File: config.mk
export PLATFORM = sky130hd
export DESIGN_NAME = cam_lookup_top
export DESIGN_NICKNAME = d
export VERILOG_FILES = /design/src/source/cam_geom_pkg.sv /design/src/source/cam_ctrl_pkg.sv /design/src/source/cam_srl.sv /design/src/source/priority_encoder.sv /design/src/source/cam_lookup_top.sv
export SDC_FILE = /design/constraint.sdc
export NUM_CORES = 1
export LEC_CHECK = 0
export BUFFER_PORTS_ARGS = -buffer_cell sky130_fd_sc_hd__buf_2
export CORE_MARGIN = 4
export CORE_UTILIZATION = 35
export DETAILED_ROUTE_END_ITERATION = 8
export HOLD_SLACK_MARGIN = 0.1
export PLACE_DENSITY = 0.5
export SETUP_SLACK_MARGIN = 0.3
export SKIP_LAST_GASP = 1
export SLEW_MARGIN = 20
export SYNTH_ARGS = -nofsm -noshare
export SYNTH_HDL_FRONTEND = slang
export SYNTH_SLANG_ARGS = --single-unit
File: constraint.sdc
create_clock -name clk -period 3.8 [get_ports clk]
set_input_delay 0.57 -clock clk [delete_from_list [all_inputs] [get_ports clk]]
set_output_delay 0.57 -clock clk [all_outputs]
set_load 0.05 [all_outputs]
File: src/source/cam_geom_pkg.sv
// ********************
// cam geometry package
// sizes of the shift register CAM and the vector types
// for keys, entry indexes, row masks and slice values
// ********************

package cam_geom_pkg;

    // key width in bits
    localparam int data_width = 16;
    // entry index width
    localparam int addr_width = 3;
    // key bits decoded by one shift register
    localparam int slice_width = 4;
    // slices per row, rounded up to cover the key
    localparam int slice_count = (data_width + slice_width - 1) / slice_width;
    // number of entries
    localparam int ram_depth = 2 ** addr_width;
    // one bit per possible slice value
    localparam int srl_len = 2 ** slice_width;

    // stored or compared key
    typedef logic [data_width-1:0] cam_data_t;
    // entry index
    typedef logic [addr_width-1:0] cam_addr_t;
    // one bit per entry, match vectors and shift enables
    typedef logic [ram_depth-1:0] cam_row_t;
    // value of a single key slice
    typedef logic [slice_width-1:0] cam_slice_t;
    // shift-in bit per slice of a row
    typedef logic [slice_count-1:0] cam_slices_t;

endpackage

File: src/source/cam_ctrl_pkg.sv
// ********************
// cam control package
// write controller states and serial count
// ********************

package cam_ctrl_pkg;

    // init clears every row, write/delete rebuild one row
    typedef enum logic [1:0] {
        st_init,
        st_idle,
        st_write,
        st_delete
    } cam_wr_state_t;

    // serial count, one step per shift register position
    // runs from all ones down to zero
    typedef logic [cam_geom_pkg::slice_width-1:0] cam_count_t;

endpackage

File: src/source/cam_srl.sv
// ********************
// shift register CAM core
// rows of SRL slices used as one-hot value tables
// init/write/delete controller rebuilds a row serially
// compare gives a registered match vector
// ********************

`timescale 1ns/10ps

module cam_srl (
    input  logic                    clk,
    input  logic                    rst,
    input  cam_geom_pkg::cam_addr_t write_addr,
    input  cam_geom_pkg::cam_data_t write_data,
    input  logic                    write_delete,
    input  logic                    write_enable,
    output logic                    write_busy,
    input  cam_geom_pkg::cam_data_t compare_data,
    output cam_geom_pkg::cam_row_t  match_many
);

    // keys zero extended to whole slices
    logic [cam_geom_pkg::slice_count*cam_geom_pkg::slice_width-1:0] compare_pad;
    logic [cam_geom_pkg::slice_count*cam_geom_pkg::slice_width-1:0] write_pad;

    cam_ctrl_pkg::cam_wr_state_t state_q;
    cam_ctrl_pkg::cam_wr_state_t state_next;
    cam_ctrl_pkg::cam_count_t    count_q;
    cam_ctrl_pkg::cam_count_t    count_next;

    // captured write request
    cam_geom_pkg::cam_addr_t wr_addr_q;
    cam_geom_pkg::cam_addr_t wr_addr_next;
    logic [cam_geom_pkg::slice_count*cam_geom_pkg::slice_width-1:0] wr_data_q;
    logic [cam_geom_pkg::slice_count*cam_geom_pkg::slice_width-1:0] wr_data_next;

    // per row shift enable and per slice shift-in bit
    cam_geom_pkg::cam_row_t    shift_en;
    cam_geom_pkg::cam_slices_t shift_data;

    logic busy_q;

    // combined hit of all slices, per row
    wire cam_geom_pkg::cam_row_t match_raw;
    cam_geom_pkg::cam_row_t      match_many_q;

    assign compare_pad = compare_data;
    assign write_pad   = write_data;

    assign write_busy = busy_q;
    assign match_many = match_many_q;

    // storage array, rows by slices
    for (genvar r = 0; r < cam_geom_pkg::ram_depth; r++) begin : row
        wire cam_geom_pkg::cam_slices_t slice_hit;

        for (genvar s = 0; s < cam_geom_pkg::slice_count; s++) begin : slice
            logic [cam_geom_pkg::srl_len-1:0] srl_mem;
            cam_geom_pkg::cam_slice_t         cmp_slice;

            assign cmp_slice =
                compare_pad[s*cam_geom_pkg::slice_width +: cam_geom_pkg::slice_width];

            // bit at the slice value says this value is stored
            assign slice_hit[s] = srl_mem[cmp_slice];

            // serial rebuild, count 15 lands at the top bit
            always_ff @(posedge clk) begin
                if (shift_en[r]) begin
                    srl_mem <= {srl_mem[cam_geom_pkg::srl_len-2:0], shift_data[s]};
                end
            end
        end

        // row being rebuilt never matches
        assign match_raw[r] = ~shift_en[r] & (&slice_hit);
    end

    always_ff @(posedge clk) begin
        if (rst) begin
            match_many_q <= '0;
        end else begin
            match_many_q <= match_raw;
        end
    end

    // write controller
    always_comb begin
        state_next   = state_q;
        count_next   = count_q;
        shift_en     = '0;
        shift_data   = '0;
        wr_addr_next = wr_addr_q;
        wr_data_next = wr_data_q;

        case (state_q)
            cam_ctrl_pkg::st_init: begin
                // clear all rows at once
                shift_en = '1;
                if (count_q == '0) begin
                    state_next = cam_ctrl_pkg::st_idle;
                end else begin
                    count_next = count_q - 1'b1;
                end
            end
            cam_ctrl_pkg::st_idle: begin
                // accept only here, busy is low in idle
                if (write_enable) begin
                    wr_addr_next = write_addr;
                    wr_data_next = write_pad;
                    count_next   = '1;
                    if (write_delete) begin
                        state_next = cam_ctrl_pkg::st_delete;
                    end else begin
                        state_next = cam_ctrl_pkg::st_write;
                    end
                end
            end
            cam_ctrl_pkg::st_write: begin
                shift_en = cam_geom_pkg::cam_row_t'(1) << wr_addr_q;
                // one at the position equal to each key slice
                for (int i = 0; i < cam_geom_pkg::slice_count; i++) begin
                    shift_data[i] = (count_q ==
                        wr_data_q[i*cam_geom_pkg::slice_width +: cam_geom_pkg::slice_width]);
                end
                if (count_q == '0) begin
                    state_next = cam_ctrl_pkg::st_idle;
                end else begin
                    count_next = count_q - 1'b1;
                end
            end
            cam_ctrl_pkg::st_delete: begin
                // zeros everywhere, row can no longer hit
                shift_en = cam_geom_pkg::cam_row_t'(1) << wr_addr_q;
                if (count_q == '0) begin
                    state_next = cam_ctrl_pkg::st_idle;
                end else begin
                    count_next = count_q - 1'b1;
                end
            end
            default: begin
                state_next = cam_ctrl_pkg::st_init;
                count_next = '1;
            end
        endcase
    end

    always_ff @(posedge clk) begin
        if (rst) begin
            state_q <= cam_ctrl_pkg::st_init;
            count_q <= '1;
            busy_q  <= 1'b1;
        end else begin
            state_q <= state_next;
            count_q <= count_next;
            // high from the cycle after acceptance until the last shift
            busy_q  <= (state_next != cam_ctrl_pkg::st_idle);
        end
    end

    always_ff @(posedge clk) begin
        wr_addr_q <= wr_addr_next;
        wr_data_q <= wr_data_next;
    end

endmodule

File: src/source/priority_encoder.sv
// ********************
// priority encoder
// lowest set bit wins, found by a binary tree
// gives valid, index and the one-hot winner
// ********************

`timescale 1ns/10ps

module priority_encoder #(
    parameter int width = 8
) (
    input  logic [width-1:0]         unencoded,
    output logic                     valid,
    output logic [$clog2(width)-1:0] encoded,
    output logic [width-1:0]         single
);

    // input padded to a power of two, extra bits never set
    logic [2**$clog2(width)-1:0] in_pad;

    always_comb begin
        in_pad = '0;
        in_pad[width-1:0] = unencoded;
    end

    // each level halves the node count and adds one index bit
    for (genvar l = 0; l < $clog2(width); l++) begin : level
        wire [2**($clog2(width)-l-1)-1:0] v;
        wire [l:0] idx [2**($clog2(width)-l-1)];

        for (genvar n = 0; n < 2**($clog2(width)-l-1); n++) begin : node
            if (l == 0) begin : leaf
                // pair of input bits, low one preferred
                assign v[n]   = in_pad[2*n] | in_pad[2*n+1];
                assign idx[n] = ~in_pad[2*n];
            end else begin : inner
                assign v[n] = level[l-1].v[2*n] | level[l-1].v[2*n+1];
                // low half wins whenever it has any bit set
                assign idx[n] = level[l-1].v[2*n] ?
                    {1'b0, level[l-1].idx[2*n]} :
                    {1'b1, level[l-1].idx[2*n+1]};
            end
        end
    end

    // root node covers the whole input
    assign valid   = level[$clog2(width)-1].v[0];
    assign encoded = level[$clog2(width)-1].idx[0];

    // same winner as a one-hot vector
    assign single = valid ? (width'(1) << encoded) : '0;

endmodule

File: src/source/cam_lookup_top.sv
// ********************
// cam lookup top
// shift register CAM core followed by
// a lowest-index priority encoder
// ********************

`timescale 1ns/10ps

module cam_lookup_top (
    input  logic                    clk,
    input  logic                    rst,
    input  cam_geom_pkg::cam_addr_t write_addr,
    input  cam_geom_pkg::cam_data_t write_data,
    input  logic                    write_delete,
    input  logic                    write_enable,
    output logic                    write_busy,
    input  cam_geom_pkg::cam_data_t compare_data,
    output cam_geom_pkg::cam_row_t  match_many,
    output cam_geom_pkg::cam_row_t  match_single,
    output cam_geom_pkg::cam_addr_t match_addr,
    output logic                    match
);

    // storage, write controller and registered match vector
    cam_srl cam_i (
        .clk          (clk),
        .rst          (rst),
        .write_addr   (write_addr),
        .write_data   (write_data),
        .write_delete (write_delete),
        .write_enable (write_enable),
        .write_busy   (write_busy),
        .compare_data (compare_data),
        .match_many   (match_many)
    );

    // combinational, same cycle as match_many
    priority_encoder #(
        .width (cam_geom_pkg::ram_depth)
    ) enc_i (
        .unencoded (match_many),
        .valid     (match),
        .encoded   (match_addr),
        .single    (match_single)
    );

endmodule

==> flow_summary.ini, run 1 <==
[outcome]
outcome = complete, no violations

[critical_path]
r2r-end = cam_i.row[5].slice[1].srl_mem[3]
cp-end-kind = register
reg2reg_depth = 4
crit_type = reg2reg
r2r_slack_ns = 1.05
required_ns = 4.08
crit_path_max_fanout = 49
start_kind = register
r2r-start = cam_i.state_q[1]
worstPathArrival_ns = 3.03

[clock_network]
clock-sinks = 546
cts_repair_resize_count = 0
cts.htree.levels = 2
cts_buffers = 56
cts.clk_slew.worst_paths_ns = 0.06
cts_tree = done
clk_latency_ns = 0.59
root_buffer = clkbuf_16
ctsLongestPathBuffers = 3

[drt]
ant_nets = 0
drtIter0Drc = 697
via_per_inst = 5.13
wl_mm = 41.7
dr_total_vias = 10000
wire_per_inst_um = 21.3
drt-pass1-iter-count = 5
drc = 0

[global_routing]
met3_usage_pct = 2.91
grt_pass1_wl_mm = 64.3
grtUsageMet1_pct = 19.2
busiest_layer = met2
grt_overflow = 0
grt_pass1_vias = 10400
track_usage_pct = 13.0
grt_antenna_before_repair = 3
grtUsageMet2_pct = 19.3
grt_start_max_net_pins = 65

[yosys]
synth_cell_type_count = 58
yosysWarnings = 0
ys_top_cells_by_area = edfxtp_1 75%, mux4_2 9.9%, mux2i_1 2.6%
post-synth-top-count-cell = edfxtp_1
synth_top_cell_area_share_pct = 75.4
synth_common_cells = 531 x edfxtp_1, 93 x mux4_2, 55 x mux2i_1
ys_seq_area_share_pct = 76.8
synth-seq-cells = 546
async_reset_ff_share_pct = 0
syn_avg_cell_area_sq_um = 20.3
syn-num-nets = 1084
yosys_most_used_dff = edfxtp_1
netlist_instances = 1044
yosys.area.top_type = edfxtp_1
syn-cell-area_sq_mm = 0.0212
synth-edff-count = 531

[power]
leakage_nw = 9.47
powerDensity_mw_per_mm2 = 508
peakVddDrop_v = 0.000320

[layout]
nFillCells = 5322
multi_input_area_sq_mm = 0.00455
drive_gt1_share_pct = 23.5
synthToLayoutAreaGrowth_pct = 14.5
nets = 1179
register_area_sq_mm = 0.0162

[timing]
finalHoldViolCount = 0
setup_ws_ns = 1.05
finalCritPeriodShare_pct = 72.3
timing.fmax_ghz = 0.364
relSlewSlack_pct = 28.6
finClkSkew_ns = 0.0114
whs_ns = 0.152
finalSetupTns_ns = 0
tightest_slew_ns = 1.07
rsz0062_at_grt = no
slew_violations = 0
setup-violations-final = 0
fin_crit_ns = 2.75

[min_path]
hp-class = in2reg
whs_path_depth = 1
min_to = cam_i.wr_data_q[15]
hold_start = write_data[15]

[placed_design]
routabilityCongestion = 0.744
numPortBuffers = 59
place_ws_ns = 0.912
dp_hpwl_mm = 26.4

[die]
pin_count = 60
core_area_sq_mm = 0.0595
fp.dieH_um = 254
num_rows = 89
dieArea_sq_mm = 0.0644
dieWidth_um = 254
initial_core_util_pct = 35.6

[flow_run]
maxCapViolations = 0
==> per-stage QoR <==
| step | util (%) | area, sq um | total power, mW | std cells |
|---|---|---|---|---|
| global route | 40.7 | 24200 | 12.8 | 1958 |
| detailed placement | 37.6 | 22300 | 6.91 | 1851 |
| global placement | 37.6 | 22300 | 6.91 | 1851 |
| floorplan | - | 21200 | 6.84 | 1044 |
| CTS | 40.7 | 24200 | 12.5 | 1958 |
| finish | 40.7 | 24200 | 12.3 | 1960 |
==> how the worst max path moves through the flow <==
stage	from	end	cells past startpoint
global placement	compare_data[8]	cam_i.match_many[6]	6
detailed placement	compare_data[8]	cam_i.match_many[0]	7
finish	cam_i.state_q[1]	cam_i.row[5].slice[1].srl_mem[3]	4
floorplan	cam_i.match_many[1]	match_single[6]	4
CTS	cam_i.state_q[1]	cam_i.row[5].slice[1].srl_mem[3]	4
global route	cam_i.state_q[1]	cam_i.row[5].slice[1].srl_mem[3]	4
==> where the power goes <==
part / switching, mW / internal (mW)
combinational: 0.154 / 0.103
clock: 2.25 / 3.27
sequential: 0.00983 / 6.51
total: 2.42 / 9.89
==> cells in the final DEF (no fill, tap or decap), types with 6 or more instances in the layout <==
master / n
edfxtp_1: 531
mux4_2: 93
buf_2: 59
clkbuf_16: 57
mux2i_1: 55
nand2_1: 46
a22oi_1: 45
nand3_1: 29
nor2_1: 25
buf_4: 21
nor2b_1: 19
clkinv_2: 16
xnor2_1: 15
dfxtp_1: 15
a21oi_1: 11
clkbuf_1: 11
inv_1: 10
nand4_1: 9
clkinv_1: 9
nand2b_1: 7
bufinv_16: 7
inv_2: 6
==> routing by layer <==
layer,share of wire (%),vias up
met4,2.5,0
met5,0,-
li1,-,4498
met3,6.2,64
met2,45,278
met1,47,5209
==> kinds of logic after synthesis <==
kind of cell	after synthesis	share of synthesized area, %
buffers and inverters	65	1.82
DFF	546	76.8
adders and majority gates	1	0.0591
and+or+nand+nor	163	3.83
AOI/OAI and AO/OA	92	3.25
muxes	158	13.4
xor gates and xnor gates	19	0.787
==> worst max-delay path, stage by stage (launching register included) <==
cell	delay [ns]
dfxtp_1	0.39
nor2_1	0.45
a31oi_1	0.29
inv_2	0.87
buf_4	0.39
==> what timing repair did <==
| action | CTS | global route |
|---|---|---|
| setup buffers | 0 | 0 |
| endpoints found under the hold margin | 3 | 0 |
| hold buffers | 3 | 0 |
==> registers in the layout (all words and copies together) (netlist names) <==
| name | flops |
|---|---|
| cam_i.write_busy | 1 |
| cam_i.count_q | 4 |
| cam_i.wr_data_q | 16 |
| cam_i.match_many | 8 |
| cam_i.state_q | 2 |
| cam_i.row.slice.srl_mem | 512 |
| cam_i.wr_addr_q | 3 |
==> layout make-up <==
| type | count | area share, % |
|---|---|---|
| Clock inverter | 33 | 1.37 |
| Inverter | 16 | 0.248 |
| Clock buffer | 71 | 6.23 |
| Tap cell | 773 | 3.99 |
| Multi-Input combinational cell | 433 | 18.8 |
| Sequential cell | 546 | 67.1 |
| Antenna cell | 2 | 0.0207 |
| Timing Repair Buffer | 86 | 2.24 |
(Power assumes the default switching activity.)
==> run 2: changes to the inputs <==
==> constraint.sdc (replaced) <==
create_clock -name clk -period 2.7 [get_ports clk]
set_input_delay 0.405 -clock clk [delete_from_list [all_inputs] [get_ports clk]]
set_output_delay 0.405 -clock clk [all_outputs]
set_load 0.05 [all_outputs]
==> flow_summary.ini, run 2 (synthesis gave the netlist of run 1 again) <==
[die]
num_rows = 89
fp.dieH_um = 254
core_area_sq_mm = 0.0595
initial_core_util_pct = 35.6
pin_count = 60
dieArea_sq_mm = 0.0644
dieWidth_um = 254

[critical_path]
r2r-end = cam_i.match_many[7]
cpPeakStageDelay_ns = 0.49
required_ns = 3.22
cp.depth = 7
cp-end-kind = register
reg2reg_depth = 7
crit_slowest_cell = dfxtp_1
critPathLaunch = cam_i.state_q[1]
crit_path_max_fanout = 24
crit_end = cam_i.match_many[7]
worstPathArrival_ns = 2.85
worstPathCellList = or2_1, o21a_1, clkinvlp_4, buf_4, a21oi_1, a41oi_2, nor3_1
start_kind = register
r2r_slack_ns = 0.37
crit_buf_inv = 2
crit_type = reg2reg
cp_top_family = compound AO/OA/AOI/OAI gates
r2r-start = cam_i.state_q[1]

[global_routing]
grt_overflow = 0
grt_antenna_before_repair = 2
grt_start_max_net_pins = 65
track_usage_pct = 13.4
grt_pass1_wl_mm = 66.0
grt_pass1_vias = 10600

[timing]
finClkSkew_ns = 0.0151
setup-violations-final = 0
rsz0062_at_grt = yes
timing.fmax_ghz = 0.429
slew_violations = 0
tightest_slew_ns = 0.867
finalCritPeriodShare_pct = 86.4
fin_crit_ns = 2.33
finalSetupTns_ns = 0
finalHoldViolCount = 0
relSlewSlack_pct = 42.1

[flow_run]
maxCapViolations = 0

[drt]
wire_per_inst_um = 21.4
drt-pass1-iter-count = 5
ant_nets = 0
dr_wl_met2_mm = 19.1
drc = 0
wl_mm = 43.0
via_per_inst = 5.14
drtIter0Drc = 986
dr_total_vias = 10300
highest-signal-layer = met4
wl_met3_mm = 2.46
wl_met1_mm = 20.4

[min_path]
hp-class = in2reg
hold_start = write_enable

[power]
powerDensity_mw_per_mm2 = 698
peakVddDrop_v = 0.000438
leakage_nw = 9.73

[layout]
n_antenna_cell = 0
drive_gt1_share_pct = 25.8
layout_commonest_cell = edfxtp_1
nets = 1225
regMostFlops = cam_i.row.slice.srl_mem
layout_common_cells = 531 x edfxtp_1, 93 x mux4_2, 59 x clkbuf_16
stdcell_count = 2005
largest_register_ffs = 512
synthToLayoutAreaGrowth_pct = 17.2

[placed_design]
dp_hpwl_mm = 27.6
numPortBuffers = 59
dpl.cell_count = 1874
routabilityCongestion = 0.748

[clock_network]
cts.clk_slew.worst_paths_ns = 0.06
root_buffer = clkbuf_16
ctsLongestPathBuffers = 3
cts_tree = done
cts_buffers = 57
clk_latency_ns = 0.60
cts.htree.levels = 2
clock-sinks = 546

[outcome]
outcome = complete, no violations
-- run 2: changes by cell type in the layout (fill, tap and decap cells not counted), sizes merged --
cell and change:
clkinvlp +8, inv -5, diode -2, buf +28, clkbuf +6, clkinv -5, dlygate4sd3 +17, bufinv -2
-- run 2: how the worst min path moves through the flow --
stage | cells after the start | to | slack, ns
2_1_floorplan | 0 | cam_i.row[0].slice[1].srl_mem[10] | 0.42
3_3_place_gp | 0 | cam_i.row[2].slice[1].srl_mem[13] | 0.42
3_5_place_dp | 0 | cam_i.row[0].slice[0].srl_mem[7] | 0.43
4_1_cts | 3 | cam_i.write_busy | 0.12
5_1_grt | 3 | cam_i.write_busy | 0.15
6_report | 3 | cam_i.write_busy | 0.18
-- run 2: what timing repair did --
item | in CTS | in global routing
endpoints found under the hold margin | 20 | 0
resized for setup | 15 | 13
hold buffers | 20 | 0
endpoints found under the setup margin | 8 | 70
buffers inserted | 0 | 5
pin swaps | 0 | 3
-- run 2: area by class of cell --
class / count / area (sq um)
multi-input cells: 433 / 4590
flip-flops and latches: 546 / 16300
clock inverters: 29 / 267
fillers: 5258 / 34700
well taps: 773 / 967
inverters: 16 / 82.6
repair buffers: 131 / 1050
clock buffers: 77 / 1570
-- run 2: routing by layer --
metal  GRT usage (%)  vias to the layer above
met5               0                        -
met2            19.7                      286
li1                -                     4592
met1            20.2                     5360
met3            2.52                       61
met4            4.36                        0
-- run 2: worst min-delay path: stages --
cell	delay [ns]
buf_2	0.12
mux2i_4	0.10
nand2b_1	0.10
-- run 2: metrics by stage --
stage | power [mW] | cell area (sq um) | hold slack [ns] | worst slack (ns) | utilization (%)
after floorplan | 9.63 | 21200 | 0.417 | -0.0754 | -
after global placement | 9.75 | 22600 | 0.423 | 0.170 | 38.1
after detailed placement | 9.75 | 22600 | 0.427 | 0.160 | 38.1
after CTS | 17.5 | 24700 | 0.122 | 0.265 | 41.6
after global routing | 17.9 | 24800 | 0.148 | 0.266 | 41.7
final | 17.3 | 24800 | 0.176 | 0.368 | 41.7
-- run 2: report_power, final --
part | internal, mW | switching [mW] | leakage [nW]
registers | 9.16 | 0.0150 | 6.62
logic | 0.178 | 0.225 | 2.21
clock network | 4.54 | 3.19 | 0.901
